[src/design/render_settings.svh]
// Renderer settings
`ifndef RENDER_SETTINGS_SVH
`define RENDER_SETTINGS_SVH

`define H_RES          320      // active pixels per line
`define V_RES          240      // active lines per frame
`define H_FP           23
`define H_SYNC         28
`define H_BP           45
`define V_FP           6
`define V_SYNC         3
`define V_BP           20
`define H_POL          1'b0     // 0 for active low
`define V_POL          1'b0
`define H_BLANK        (`H_FP + `H_SYNC + `H_BP)
`define H_TOTAL        (`H_BLANK + `H_RES)
`define V_BLANK        (`V_FP + `V_SYNC + `V_BP)
`define V_TOTAL        (`V_BLANK + `V_RES)

`define TILE_PX        8

`define BG_MAP_BASE    0        // vram8
`define BG_COLOR_BASE  2048
`define WIN_MAP_BASE   4096
`define WIN_COLOR_BASE 6144
`define PALETTE_BASE   1024     // vram32

`define FETCH_LEAD     10       // fetch starts this far before the column
`define PIPE_DELAY     3        // counter to o_rgb

`endif

[src/design/video_timing_pkg.sv]
// Raster timing types
`default_nettype none

package video_timing_pkg;

    typedef struct packed {
        logic [9:0] h;      // line position incl. blanking
        logic [8:0] v;      // frame position incl. blanking
        logic       de;
        logic       hs;
        logic       vs;
    } raster_pos_t;

    // blanked position with both syncs idle
    function automatic raster_pos_t blank_pos(input logic hs_pol, input logic vs_pol);
        blank_pos    = '0;
        blank_pos.hs = ~hs_pol;
        blank_pos.vs = ~vs_pol;
    endfunction

endpackage

`default_nettype wire

[src/design/tile_pkg.sv]
// Tile plane types
`default_nettype none

package tile_pkg;

    typedef struct packed {
        logic [2:0] r;
        logic [2:0] g;
        logic [1:0] b;
    } rgb332_t;

    typedef enum logic [2:0] {
        bg_map,
        bg_pattern,
        bg_color,
        bg_palette,
        win_map,
        win_pattern,
        win_color,
        win_palette
    } fetch_phase_t;

    typedef struct packed {
        logic [15:0] hi;    // even tile lines
        logic [15:0] lo;    // odd tile lines
    } pattern_word_t;

    // one vram32 word, either a pattern row pair or four palette entries
    typedef union packed {
        pattern_word_t  pattern;
        rgb332_t [0:3]  palette;    // entry 0 in 31:24
    } vram32_word_u;

    typedef struct packed {
        vram32_word_u bg_pattern;
        vram32_word_u bg_palette;
        vram32_word_u win_pattern;
        vram32_word_u win_palette;
        logic         line_odd;
    } tile_words_t;

    typedef rgb332_t [7:0] tile_pixels_t;   // pixel k at [k]

    typedef struct packed {
        tile_pixels_t bg;
        tile_pixels_t win;
    } tile_line_t;

endpackage

`default_nettype wire

[src/design/video_timing.sv]
// Raster timing generator
`default_nettype none
`include "render_settings.svh"

module video_timing
    import video_timing_pkg::*;
(
    input  logic        vga_clk,
    input  logic        i_reset,
    output raster_pos_t o_pos
);

    logic [9:0] h_cnt;
    logic [8:0] v_cnt;
    logic       h_last;
    logic       v_last;
    logic       hs;
    logic       vs;
    logic       de;

    assign h_last = (h_cnt == 10'(`H_TOTAL - 1));
    assign v_last = (v_cnt == 9'(`V_TOTAL - 1));

    always_ff @(posedge vga_clk) begin
        if (i_reset) begin
            h_cnt <= '0;
            v_cnt <= '0;
        end else if (h_last) begin
            h_cnt <= '0;
            v_cnt <= v_last ? '0 : v_cnt + 9'd1;
        end else begin
            h_cnt <= h_cnt + 10'd1;
        end
    end

    assign hs = (h_cnt >= `H_FP && h_cnt < `H_FP + `H_SYNC) ? `H_POL : ~`H_POL;
    assign vs = (v_cnt >= `V_FP && v_cnt < `V_FP + `V_SYNC) ? `V_POL : ~`V_POL;
    assign de = (h_cnt >= `H_BLANK) && (v_cnt >= `V_BLANK);  // active area is at the end

    always_ff @(posedge vga_clk) begin
        if (i_reset) begin
            o_pos <= blank_pos(`H_POL, `V_POL);
        end else begin
            o_pos <= '{h: h_cnt, v: v_cnt, de: de, hs: hs, vs: vs};
        end
    end

    a_no_de_in_sync: assert property (@(posedge vga_clk) disable iff (i_reset)
        o_pos.de |-> (o_pos.hs == ~`H_POL) && (o_pos.vs == ~`V_POL));

endmodule

`default_nettype wire

[src/design/tile_fetch.sv]
// Tile column fetch sequencer
`default_nettype none
`include "render_settings.svh"

module tile_fetch
    import video_timing_pkg::*;
    import tile_pkg::*;
(
    input  logic         vga_clk,
    input  logic         i_reset,
    input  raster_pos_t  i_pos,
    input  logic [7:0]   i_vram8_q,
    input  vram32_word_u i_vram32_q,
    output logic [13:0]  o_vram8_addr,
    output logic [13:0]  o_vram32_addr,
    output tile_words_t  o_words,
    output logic         o_words_valid
);

    localparam int FETCH_START = `H_BLANK - `FETCH_LEAD;
    localparam int MAP_COLS    = `H_RES / `TILE_PX;

    logic [9:0]   fetch_h;
    logic [8:0]   line_v;
    logic         in_window;
    fetch_phase_t phase;
    fetch_phase_t phase_q;
    logic         active_q;
    logic [5:0]   col;
    logic [4:0]   row;
    logic [2:0]   tile_line;
    logic [13:0]  map_offset;

    // fetch position runs FETCH_LEAD ahead of the pixel position
    assign fetch_h   = i_pos.h - 10'(FETCH_START);
    assign line_v    = i_pos.v - 9'(`V_BLANK);
    assign in_window = (i_pos.h >= 10'(FETCH_START)) &&
                       (i_pos.h < 10'(FETCH_START + `H_RES)) &&
                       (i_pos.v >= 9'(`V_BLANK));

    assign phase      = fetch_phase_t'(fetch_h[2:0]);
    assign col        = fetch_h[8:3];
    assign row        = line_v[7:3];
    assign tile_line  = line_v[2:0];
    assign map_offset = 14'(row * MAP_COLS + col);

    // pattern and palette phases use the vram8 word of the phase before
    always_comb begin
        o_vram8_addr  = '0;
        o_vram32_addr = '0;
        if (in_window) begin
            case (phase)
                bg_map:      o_vram8_addr = 14'(`BG_MAP_BASE) + map_offset;
                bg_color:    o_vram8_addr = 14'(`BG_COLOR_BASE) + map_offset;
                win_map:     o_vram8_addr = 14'(`WIN_MAP_BASE) + map_offset;
                win_color:   o_vram8_addr = 14'(`WIN_COLOR_BASE) + map_offset;
                bg_pattern,
                win_pattern: o_vram32_addr = {4'b0, i_vram8_q, 2'b00} + 14'(tile_line[2:1]);
                bg_palette,
                win_palette: o_vram32_addr = 14'(`PALETTE_BASE) + 14'(i_vram8_q);
                default:     o_vram8_addr = '0;
            endcase
        end
    end

    always_ff @(posedge vga_clk) begin
        if (i_reset) begin
            active_q      <= 1'b0;
            phase_q       <= bg_map;
            o_words_valid <= 1'b0;
        end else begin
            active_q      <= in_window;
            phase_q       <= phase;
            o_words_valid <= active_q && (phase_q == win_palette);  // last word lands
        end
    end

    always_ff @(posedge vga_clk) begin
        if (active_q) begin
            case (phase_q)
                bg_pattern:  o_words.bg_pattern  <= i_vram32_q;
                bg_palette:  o_words.bg_palette  <= i_vram32_q;
                win_pattern: o_words.win_pattern <= i_vram32_q;
                win_palette: begin
                    o_words.win_palette <= i_vram32_q;
                    o_words.line_odd    <= tile_line[0];
                end
                default: ;
            endcase
        end
    end

    a_valid_spacing: assert property (@(posedge vga_clk) disable iff (i_reset)
        o_words_valid |=> !o_words_valid [*7]);

endmodule

`default_nettype wire

[src/design/pattern_decode.sv]
// Tile line pattern decoder
`default_nettype none

module pattern_decode
    import tile_pkg::*;
(
    input  logic        vga_clk,
    input  logic        i_reset,
    input  tile_words_t i_words,
    input  logic        i_words_valid,
    output tile_line_t  o_line,
    output logic        o_line_valid
);

    // reversed word, so odd lines end up with the flipped low half
    function automatic tile_pixels_t decode_plane(
        input vram32_word_u pat_word,
        input vram32_word_u pal_word,
        input logic         line_odd
    );
        logic [15:0] half;
        logic [15:0] idx;
        half = line_odd ? pat_word.pattern.lo : pat_word.pattern.hi;
        idx  = {<<{half}};
        for (int k = 0; k < 8; k++) begin
            decode_plane[k] = pal_word.palette[idx[2*k +: 2]];  // index 0 is bits 31:24
        end
    endfunction

    always_ff @(posedge vga_clk) begin
        if (i_reset) begin
            o_line_valid <= 1'b0;
        end else begin
            o_line_valid <= i_words_valid;
        end
    end

    always_ff @(posedge vga_clk) begin
        if (i_words_valid) begin
            o_line.bg  <= decode_plane(i_words.bg_pattern, i_words.bg_palette,
                                       i_words.line_odd);
            o_line.win <= decode_plane(i_words.win_pattern, i_words.win_palette,
                                       i_words.line_odd);
        end
    end

endmodule

`default_nettype wire

[src/design/plane_mixer.sv]
// Background and window mixer
`default_nettype none
`include "render_settings.svh"

module plane_mixer
    import video_timing_pkg::*;
    import tile_pkg::*;
(
    input  logic        vga_clk,
    input  logic        i_reset,
    input  raster_pos_t i_pos,
    input  tile_line_t  i_line,
    input  logic        i_line_valid,
    output rgb332_t     o_rgb
);

    tile_line_t cur_line;
    logic [9:0] act_x;
    logic [2:0] sel;
    rgb332_t    win_px;
    rgb332_t    bg_px;

    always_ff @(posedge vga_clk) begin
        if (i_line_valid) begin
            cur_line <= i_line;
        end
    end

    assign act_x  = i_pos.h - 10'(`H_BLANK);
    assign sel    = act_x[2:0];     // pixel within tile
    assign win_px = cur_line.win[sel];
    assign bg_px  = cur_line.bg[sel];

    always_ff @(posedge vga_clk) begin
        if (i_reset) begin
            o_rgb <= '0;
        end else if (!i_pos.de) begin
            o_rgb <= '0;
        end else if (win_px != '0) begin
            o_rgb <= win_px;
        end else begin
            o_rgb <= bg_px;     // black window is see-through
        end
    end

endmodule

`default_nettype wire

[src/design/bgw_renderer.sv]
// Background and window renderer
`default_nettype none
`include "render_settings.svh"

module bgw_renderer
    import video_timing_pkg::*;
    import tile_pkg::*;
(
    input  logic        vga_clk,
    input  logic        i_reset,
    input  logic [7:0]  i_vram8_q,
    input  logic [31:0] i_vram32_q,
    output logic [13:0] o_vram8_addr,
    output logic [13:0] o_vram32_addr,
    output logic        o_hs,
    output logic        o_vs,
    output logic        o_de,
    output rgb332_t     o_rgb
);

    // o_pos already carries one register from the counters
    localparam int POS_STAGES = `PIPE_DELAY - 1;

    raster_pos_t  pos;
    raster_pos_t  pos_pipe [POS_STAGES];
    vram32_word_u vram32_word;
    tile_words_t  words;
    logic         words_valid;
    tile_line_t   line;
    logic         line_valid;

    assign vram32_word = i_vram32_q;

    video_timing u_timing (
        .vga_clk (vga_clk),
        .i_reset (i_reset),
        .o_pos   (pos)
    );

    tile_fetch u_fetch (
        .vga_clk       (vga_clk),
        .i_reset       (i_reset),
        .i_pos         (pos),
        .i_vram8_q     (i_vram8_q),
        .i_vram32_q    (vram32_word),
        .o_vram8_addr  (o_vram8_addr),
        .o_vram32_addr (o_vram32_addr),
        .o_words       (words),
        .o_words_valid (words_valid)
    );

    pattern_decode u_decode (
        .vga_clk       (vga_clk),
        .i_reset       (i_reset),
        .i_words       (words),
        .i_words_valid (words_valid),
        .o_line        (line),
        .o_line_valid  (line_valid)
    );

    // mixer runs one position behind so each new line lands on its first pixel
    plane_mixer u_mixer (
        .vga_clk      (vga_clk),
        .i_reset      (i_reset),
        .i_pos        (pos_pipe[0]),
        .i_line       (line),
        .i_line_valid (line_valid),
        .o_rgb        (o_rgb)
    );

    always_ff @(posedge vga_clk) begin
        if (i_reset) begin
            for (int i = 0; i < POS_STAGES; i++) begin
                pos_pipe[i] <= blank_pos(`H_POL, `V_POL);
            end
        end else begin
            pos_pipe[0] <= pos;
            for (int i = 1; i < POS_STAGES; i++) begin
                pos_pipe[i] <= pos_pipe[i-1];
            end
        end
    end

    assign o_hs = pos_pipe[POS_STAGES-1].hs;    // aligned with o_rgb
    assign o_vs = pos_pipe[POS_STAGES-1].vs;
    assign o_de = pos_pipe[POS_STAGES-1].de;

endmodule

`default_nettype wire

[config.mk]
export PLATFORM = sky130hd
export DESIGN_NAME = bgw_renderer
export DESIGN_NICKNAME = d
export VERILOG_FILES = /design/src/design/video_timing_pkg.sv /design/src/design/tile_pkg.sv /design/src/design/video_timing.sv /design/src/design/tile_fetch.sv /design/src/design/pattern_decode.sv /design/src/design/plane_mixer.sv /design/src/design/bgw_renderer.sv
export VERILOG_INCLUDE_DIRS = /design/src /design/src/design
export SDC_FILE = /design/constraint.sdc
export NUM_CORES = 1
export LEC_CHECK = 0
export ABC_AREA = 1
export BUFFER_PORTS_ARGS = -buffer_cell sky130_fd_sc_hd__buf_4
export CAP_MARGIN = 10
export CORE_MARGIN = 3
export CORE_UTILIZATION = 55
export CTS_CLUSTER_DIAMETER = 50
export CTS_CLUSTER_SIZE = 24
export DETAILED_ROUTE_END_ITERATION = 16
export PLACE_DENSITY = 0.75
export SLEW_MARGIN = 15
export SYNTH_ARGS = -nofsm -noshare
export SYNTH_HDL_FRONTEND = slang
export SYNTH_HIERARCHICAL = 1
export SYNTH_SLANG_ARGS = --single-unit
[constraint.sdc]
create_clock -name vga_clk -period 3.6 [get_ports vga_clk]
set_input_delay 0.18 -clock vga_clk [delete_from_list [all_inputs] [get_ports vga_clk]]
set_output_delay 0.18 -clock vga_clk [all_outputs]
set_load 0.01 [all_outputs]
==> results_dict.tcl, run 1 <==
set metrics [dict create \
    slew_violations 0 \
    yosys_warnings 6 \
    place_inst 2885 \
    start_util_pct 56.2 \
    clk_pin_slew_ns 0.08 \
    min_path_type "in -> reg" \
    wl_met2_um 28000 \
    grt_util_all_layers_pct 29.7 \
    drive_gt1_share_pct 12.8 \
    avgSynthCellArea_um2 9.32 \
    crit_family "simple AND/OR/NAND/NOR gates" \
    post-route-period-util_pct 98.0 \
    crit_path_top_delay_cell "fa_2" \
    worstHoldStart "i_vram32_q[1]" \
    drc 0 \
    die_x_um 206 \
    crit_buf_inv 3 \
    finalClockSkew_ns 0.0287 \
    reg2reg_from "u_fetch/o_words[0]" \
    drt-pass1-iter-count 6 \
    critPathMaxStageDelay_ns 0.57 \
    criticalPathCategory "reg -> out" \
    cts_tree "built" \
    cap_viol_max_count 0 \
    slew_headroom_pct 40.0 \
    met3_wirelength_um 7790 \
    dp_hpwl_um 42000 \
    area_growth_pct 12.8 \
    hold_violations 0 \
    setup_violations 0 \
    maxUsedRoutingLayer "met5" \
    dr.first_iter.drc_count 2849 \
    port_buffers 77 \
    fin_cells 3001 \
    coreArea_mm2 0.0391 \
    io_pins 81 \
    die_height_um 206 \
    rsz0062_at_grt "yes" \
    clock_latency_ns 0.58 \
    num_rows 72 \
    worstSetupStartpointType "register" \
    h-tree-depth 2 \
    crit_chain "inv_2, ha_4, nor2_4, nand2_4, nand2_2, nand2_2, nand2_4, inv_4, nor2_4, nor2_1, ha_2, fa_2, nand2_4, nor2_4, nand4_4, or2_4, nand2_2, nor2_1, buf_4" \
    whs_ns 0.378 \
    crit_path_start "u_timing/o_pos[3]" \
    ff2ff_path_depth 7 \
    vias_per_cell 5.93 \
    syn_area_mm2 0.0220 \
    num_vias 17800 \
    clock-sinks 449 \
    min_path_cells 2 \
    antenna_found_initial 4 \
    setup-tns-final_ns 0 \
    place_congestion 0.969 \
    outcome "completed" \
    cp.required_ns 3.42 \
    routed_wl_um 63300 \
    ir_drop_mv 0.392 \
    fp.dieArea_mm2 0.0424 \
    critPathMaxFanout 4 \
    numCtsBuffers 38 \
    fin_nets 2510 \
    wl_per_cell_um 21.1 \
    grt_max_degree 104 \
    synthCells 2358 \
    nFillCells 3140 \
    gr-total-overflow 0 \
    grt_pass1_vias 16100 \
    clock-root-buffer "clkbuf_16" \
    power.density_mw_per_mm2 418 \
    layout_min_cycle_time_ns 3.53 \
    worst_pin_slew_ns 0.899 \
    crit_path_end_kind "primary output" \
    clock.fmax_mhz 284 \
    met1_length_um 25100 \
    grt_pass1_wl_um 94700 \
    arrival_ns 3.35 \
    clockBufferDepth 3 \
    p_leak_nw 10.2 \
    drtAntennaViolNets 0 \
    crit_cells 19 \
]
==> timing repair <==
action,4_1_cts,5_1_grt
resized for setup,17,12
pin swaps,7,11
hold buffers,33,0
setup endpoints to repair,6,6
setup buffers,6,5
endpoints found under the hold margin,138,0
gates cloned,0,0
==> metrics by stage <==
step	utilization, %	area [µm²]	worst slack, ns	total power [mW]
2_1_floorplan	-	22000	0.0103	5.81
3_3_place_gp	58.5	22900	0.347	5.92
3_5_place_dp	58.5	22900	0.221	5.92
4_1_cts	63.2	24700	0.00804	10.4
5_1_grt	63.4	24800	-0.0649	10.7
6_report	63.4	24800	0.0733	10.4
==> path summary, 6_finish.rpt <==
kind	end	slack, ns
max	o_vram8_addr[11]	0.07
min reg2reg	u_mixer/cur_line[87]	0.40
min	u_fetch/o_words[66]	0.38
max reg2reg	u_decode/o_line[74]	1.04
==> layer usage <==
metal / vias to the layer above / track usage (%)
met3: 183 / 7.58
met4: 8 / 10.2
met1: 8342 / 41.9
met5: - / 0
li1: 8203 / -
met2: 1059 / 45.1
==> where the power goes <==
group          switching, mW  internal [mW]  leakage, nW
registers            0.00889           5.58         3.98
clock network           2.21           2.34        0.692
logic                  0.154         0.0876         5.57
total                   2.37           8.01         10.2
==> worst reg2reg max path, cell delays in order (launching register included) <==
cell and delay [ns]:
edfxtp_1 0.43, buf_4 0.62, nand2_1 0.27, buf_4 0.27, nand2_1 0.39, nand2_1 0.10
nand3_1 0.09, nand2_1 0.10
==> placed cells by master, fill, tap and decap left out, drive strengths merged <==
| cell | count |
|---|---|
| nand2 | 704 |
| nand3 | 601 |
| edfxtp | 385 |
| inv | 231 |
| nor2 | 127 |
| buf | 111 |
| dfxtp | 64 |
| o21ai | 64 |
| clkbuf | 40 |
| dlygate4sd3 | 33 |
| a21oi | 25 |
| o22ai | 20 |
| ha | 15 |
| nor3 | 12 |
| clkinv | 9 |
| nand4 | 7 |
| xor2 | 5 |
| nor3b | 5 |
| diode | 3 |
| conb | 3 |
| or2 | 3 |
| xnor2 | 3 |
| bufinv | 2 |
| o21a | 2 |
| nor4 | 2 |
| fa | 2 |
| clkinvlp | 1 |
| a311o | 1 |
| o31ai | 1 |
| o221ai | 1 |
| o211ai | 1 |
==> flip-flops by register name (all words and copies together), names as in the netlist, 3 cells and up <==
register and flops:
pos_pipe 9, u_decode/o_line 128, u_fetch/o_words 129, u_fetch/phase_q 3, u_mixer/cur_line 128, u_mixer/o_rgb 8
u_timing/h_cnt 10, u_timing/o_pos 22, u_timing/v_cnt 9
==> cell type report <==
type	count	area [µm²]	area share, %
clock inverter	29	435	1.76
inverter	214	811	3.27
sequential	449	12900	51.8
multi-input combinational	1604	7870	31.7
clock buffer	40	980	3.95
timing repair buffer	144	1200	4.84
tap	518	648	2.61
antenna	3	7.51	0.0303
Note: power is estimated with default switching activity, not from simulation.
==> run 2: changes to the inputs <==
--- a/config.mk
+++ b/config.mk
@@ -9,6 +9,7 @@
 export ABC_AREA = 1
 export BUFFER_PORTS_ARGS = -buffer_cell sky130_fd_sc_hd__buf_4
 export CAP_MARGIN = 10
+export CORE_ASPECT_RATIO = 0.8
 export CORE_MARGIN = 3
 export CORE_UTILIZATION = 55
 export CTS_CLUSTER_DIAMETER = 50
==> run 2 against run 1 <==
Design area is 0.30% lower. Sequential cell count is the same. Global-route usage grew 0.81 points. Clock skew fell by 0.0058 ns. Power down 2.9%.
==> results_dict.tcl, run 2 (synthesized netlist as in run 1, its figures left out) <==
set metrics [dict create \
    outcome "completed" \
    cp.required_ns 3.42 \
    regMostFlops "u_fetch/o_words" \
    met3_wirelength_um 7950 \
    min_path_type "in -> reg" \
    power.density_mw_per_mm2 408 \
    worst_pin_slew_ns 0.793 \
    utilization_pct 63.7 \
    fin_ws_ns 0.0968 \
    worstSetupStartpointType "register" \
    drive_gt1_share_pct 12.8 \
    drt-pass1-iter-count 7 \
    drtAntennaViolNets 0 \
    dr.first_iter.drc_count 2851 \
    numCtsBuffers 36 \
    io_pins 81 \
    slew_headroom_pct 47.1 \
    slew_violations 0 \
    wl_met2_um 28300 \
    drc 0 \
    layout_min_cycle_time_ns 3.50 \
    num_rows 64 \
    final_common_cell "nand2_1" \
    met1_length_um 27200 \
    maxUsedRoutingLayer "met5" \
    die_x_um 230 \
    wl_per_cell_um 21.7 \
    num_vias 17900 \
    routed_wl_um 65200 \
    grt_pass1_wl_um 98000 \
    grt_util_all_layers_pct 30.5 \
    place_inst 2895 \
    p_leak_nw 10.2 \
    clock-sinks 449 \
    clk_pin_slew_ns 0.08 \
    gr-total-overflow 0 \
    clock.fmax_mhz 285 \
    ir_drop_mv 0.328 \
    rsz0062_at_grt "yes" \
    grt_max_degree 86 \
    grt_pass1_vias 16000 \
    coreArea_mm2 0.0388 \
    cts_tree "built" \
    criticalPathCategory "reg -> out" \
    crit_path_end_kind "primary output" \
    fp.dieArea_mm2 0.0424 \
    start_util_pct 56.6 \
    cap_viol_max_count 0 \
    largest_register_ffs 129 \
    place_congestion 0.951 \
    clock_latency_ns 0.56 \
    fin_cells 3007 \
    reg.largest.list "u_fetch/o_words x129, u_decode/o_line x128, u_mixer/cur_line x128" \
    area_growth_pct 12.5 \
    layout_common_cells "nand2_1, nand3_1, edfxtp_1" \
    hold_violations 0 \
    vias_per_cell 5.96 \
    antenna_found_initial 3 \
    finalClockSkew_ns 0.0229 \
    h-tree-depth 2 \
    clock-root-buffer "clkbuf_16" \
    port_buffers 77 \
    arrival_ns 3.32 \
    pre_cts_slack_ns 0.215 \
    dp_hpwl_um 44200 \
    fin_nets 2508 \
    setup_violations 0 \
    clockBufferDepth 3 \
    critPathMaxFanout 4 \
    die_height_um 185 \
    post-route-period-util_pct 97.3 \
]
==> run 2: layout make-up <==
class,instances,area (µm²)
Fill cell,3031,14100
Clock inverter,26,370
Clock buffer,39,933
Timing Repair Buffer,144,1210
Sequential cell,449,12900
Antenna cell,3,7.51
Multi-Input combinational cell,1604,7880
Tap cell,528,661
Inverter,214,813
==> run 2: critical path, cell delays in order (launching register included) <==
cell and delay [ns]:
dfxtp_2 0.35, inv_4 0.05, ha_4 0.16, nor2_4 0.12, nand2_4 0.08, nand2_2 0.08
nand2_2 0.05, nand2_4 0.08, inv_4 0.05, nor2_4 0.13, nor2_2 0.04, ha_2 0.18
fa_2 0.55, nand2_2 0.07, nor2_4 0.12, nand4_4 0.12, buf_6 0.14, nor2_2 0.09
nor2_2 0.04, nor2_1 0.15, buf_4 0.15
==> run 2: layer usage <==
layer,vias up,GRT usage [%]
li1,8190,-
met1,8500,45.5
met2,1082,45.8
met3,148,6.10
met4,2,8.45
met5,-,0
==> run 2: final timing paths <==
path,from,to,slack [ns],cells after the start
worst min register to register,u_timing/o_pos[2],pos_pipe[0][2],0.40,2
worst max-delay path,u_timing/o_pos[4],o_vram8_addr[12],0.1,20
worst min-delay path,i_reset,pos_pipe[0][2],0.05,2
worst max register to register,u_fetch/o_words[0],u_decode/o_line[114],1.17,7
==> run 2: what timing repair did <==
action / CTS / global route
setup buffers: 7 / 5
setup endpoints to repair: 5 / 5
hold endpoints to repair: 128 / 0
hold buffers: 32 / 0
resized for setup: 15 / 23
pin swaps: 5 / 15
==> run 2: where the power goes <==
part	total, mW	switching [mW]	internal (mW)	leakage (nW)
registers	5.59	0.00947	5.58	3.98
logic	0.239	0.153	0.0863	5.57
clock network	4.25	2.07	2.18	0.620
==> run 2: through the flow <==
step                      instance area (µm²)  hold slack, ns  setup TNS [ns]  power, mW
after floorplan                         22000           0.242               0       5.81
final                                   24700          0.0453               0       10.1
after detailed placement                22900           0.399               0       5.92
after CTS                               24600          0.0243               0       10.1
after global placement                  22900           0.399               0       5.92
after global routing                    24700          0.0421          -0.153       10.4
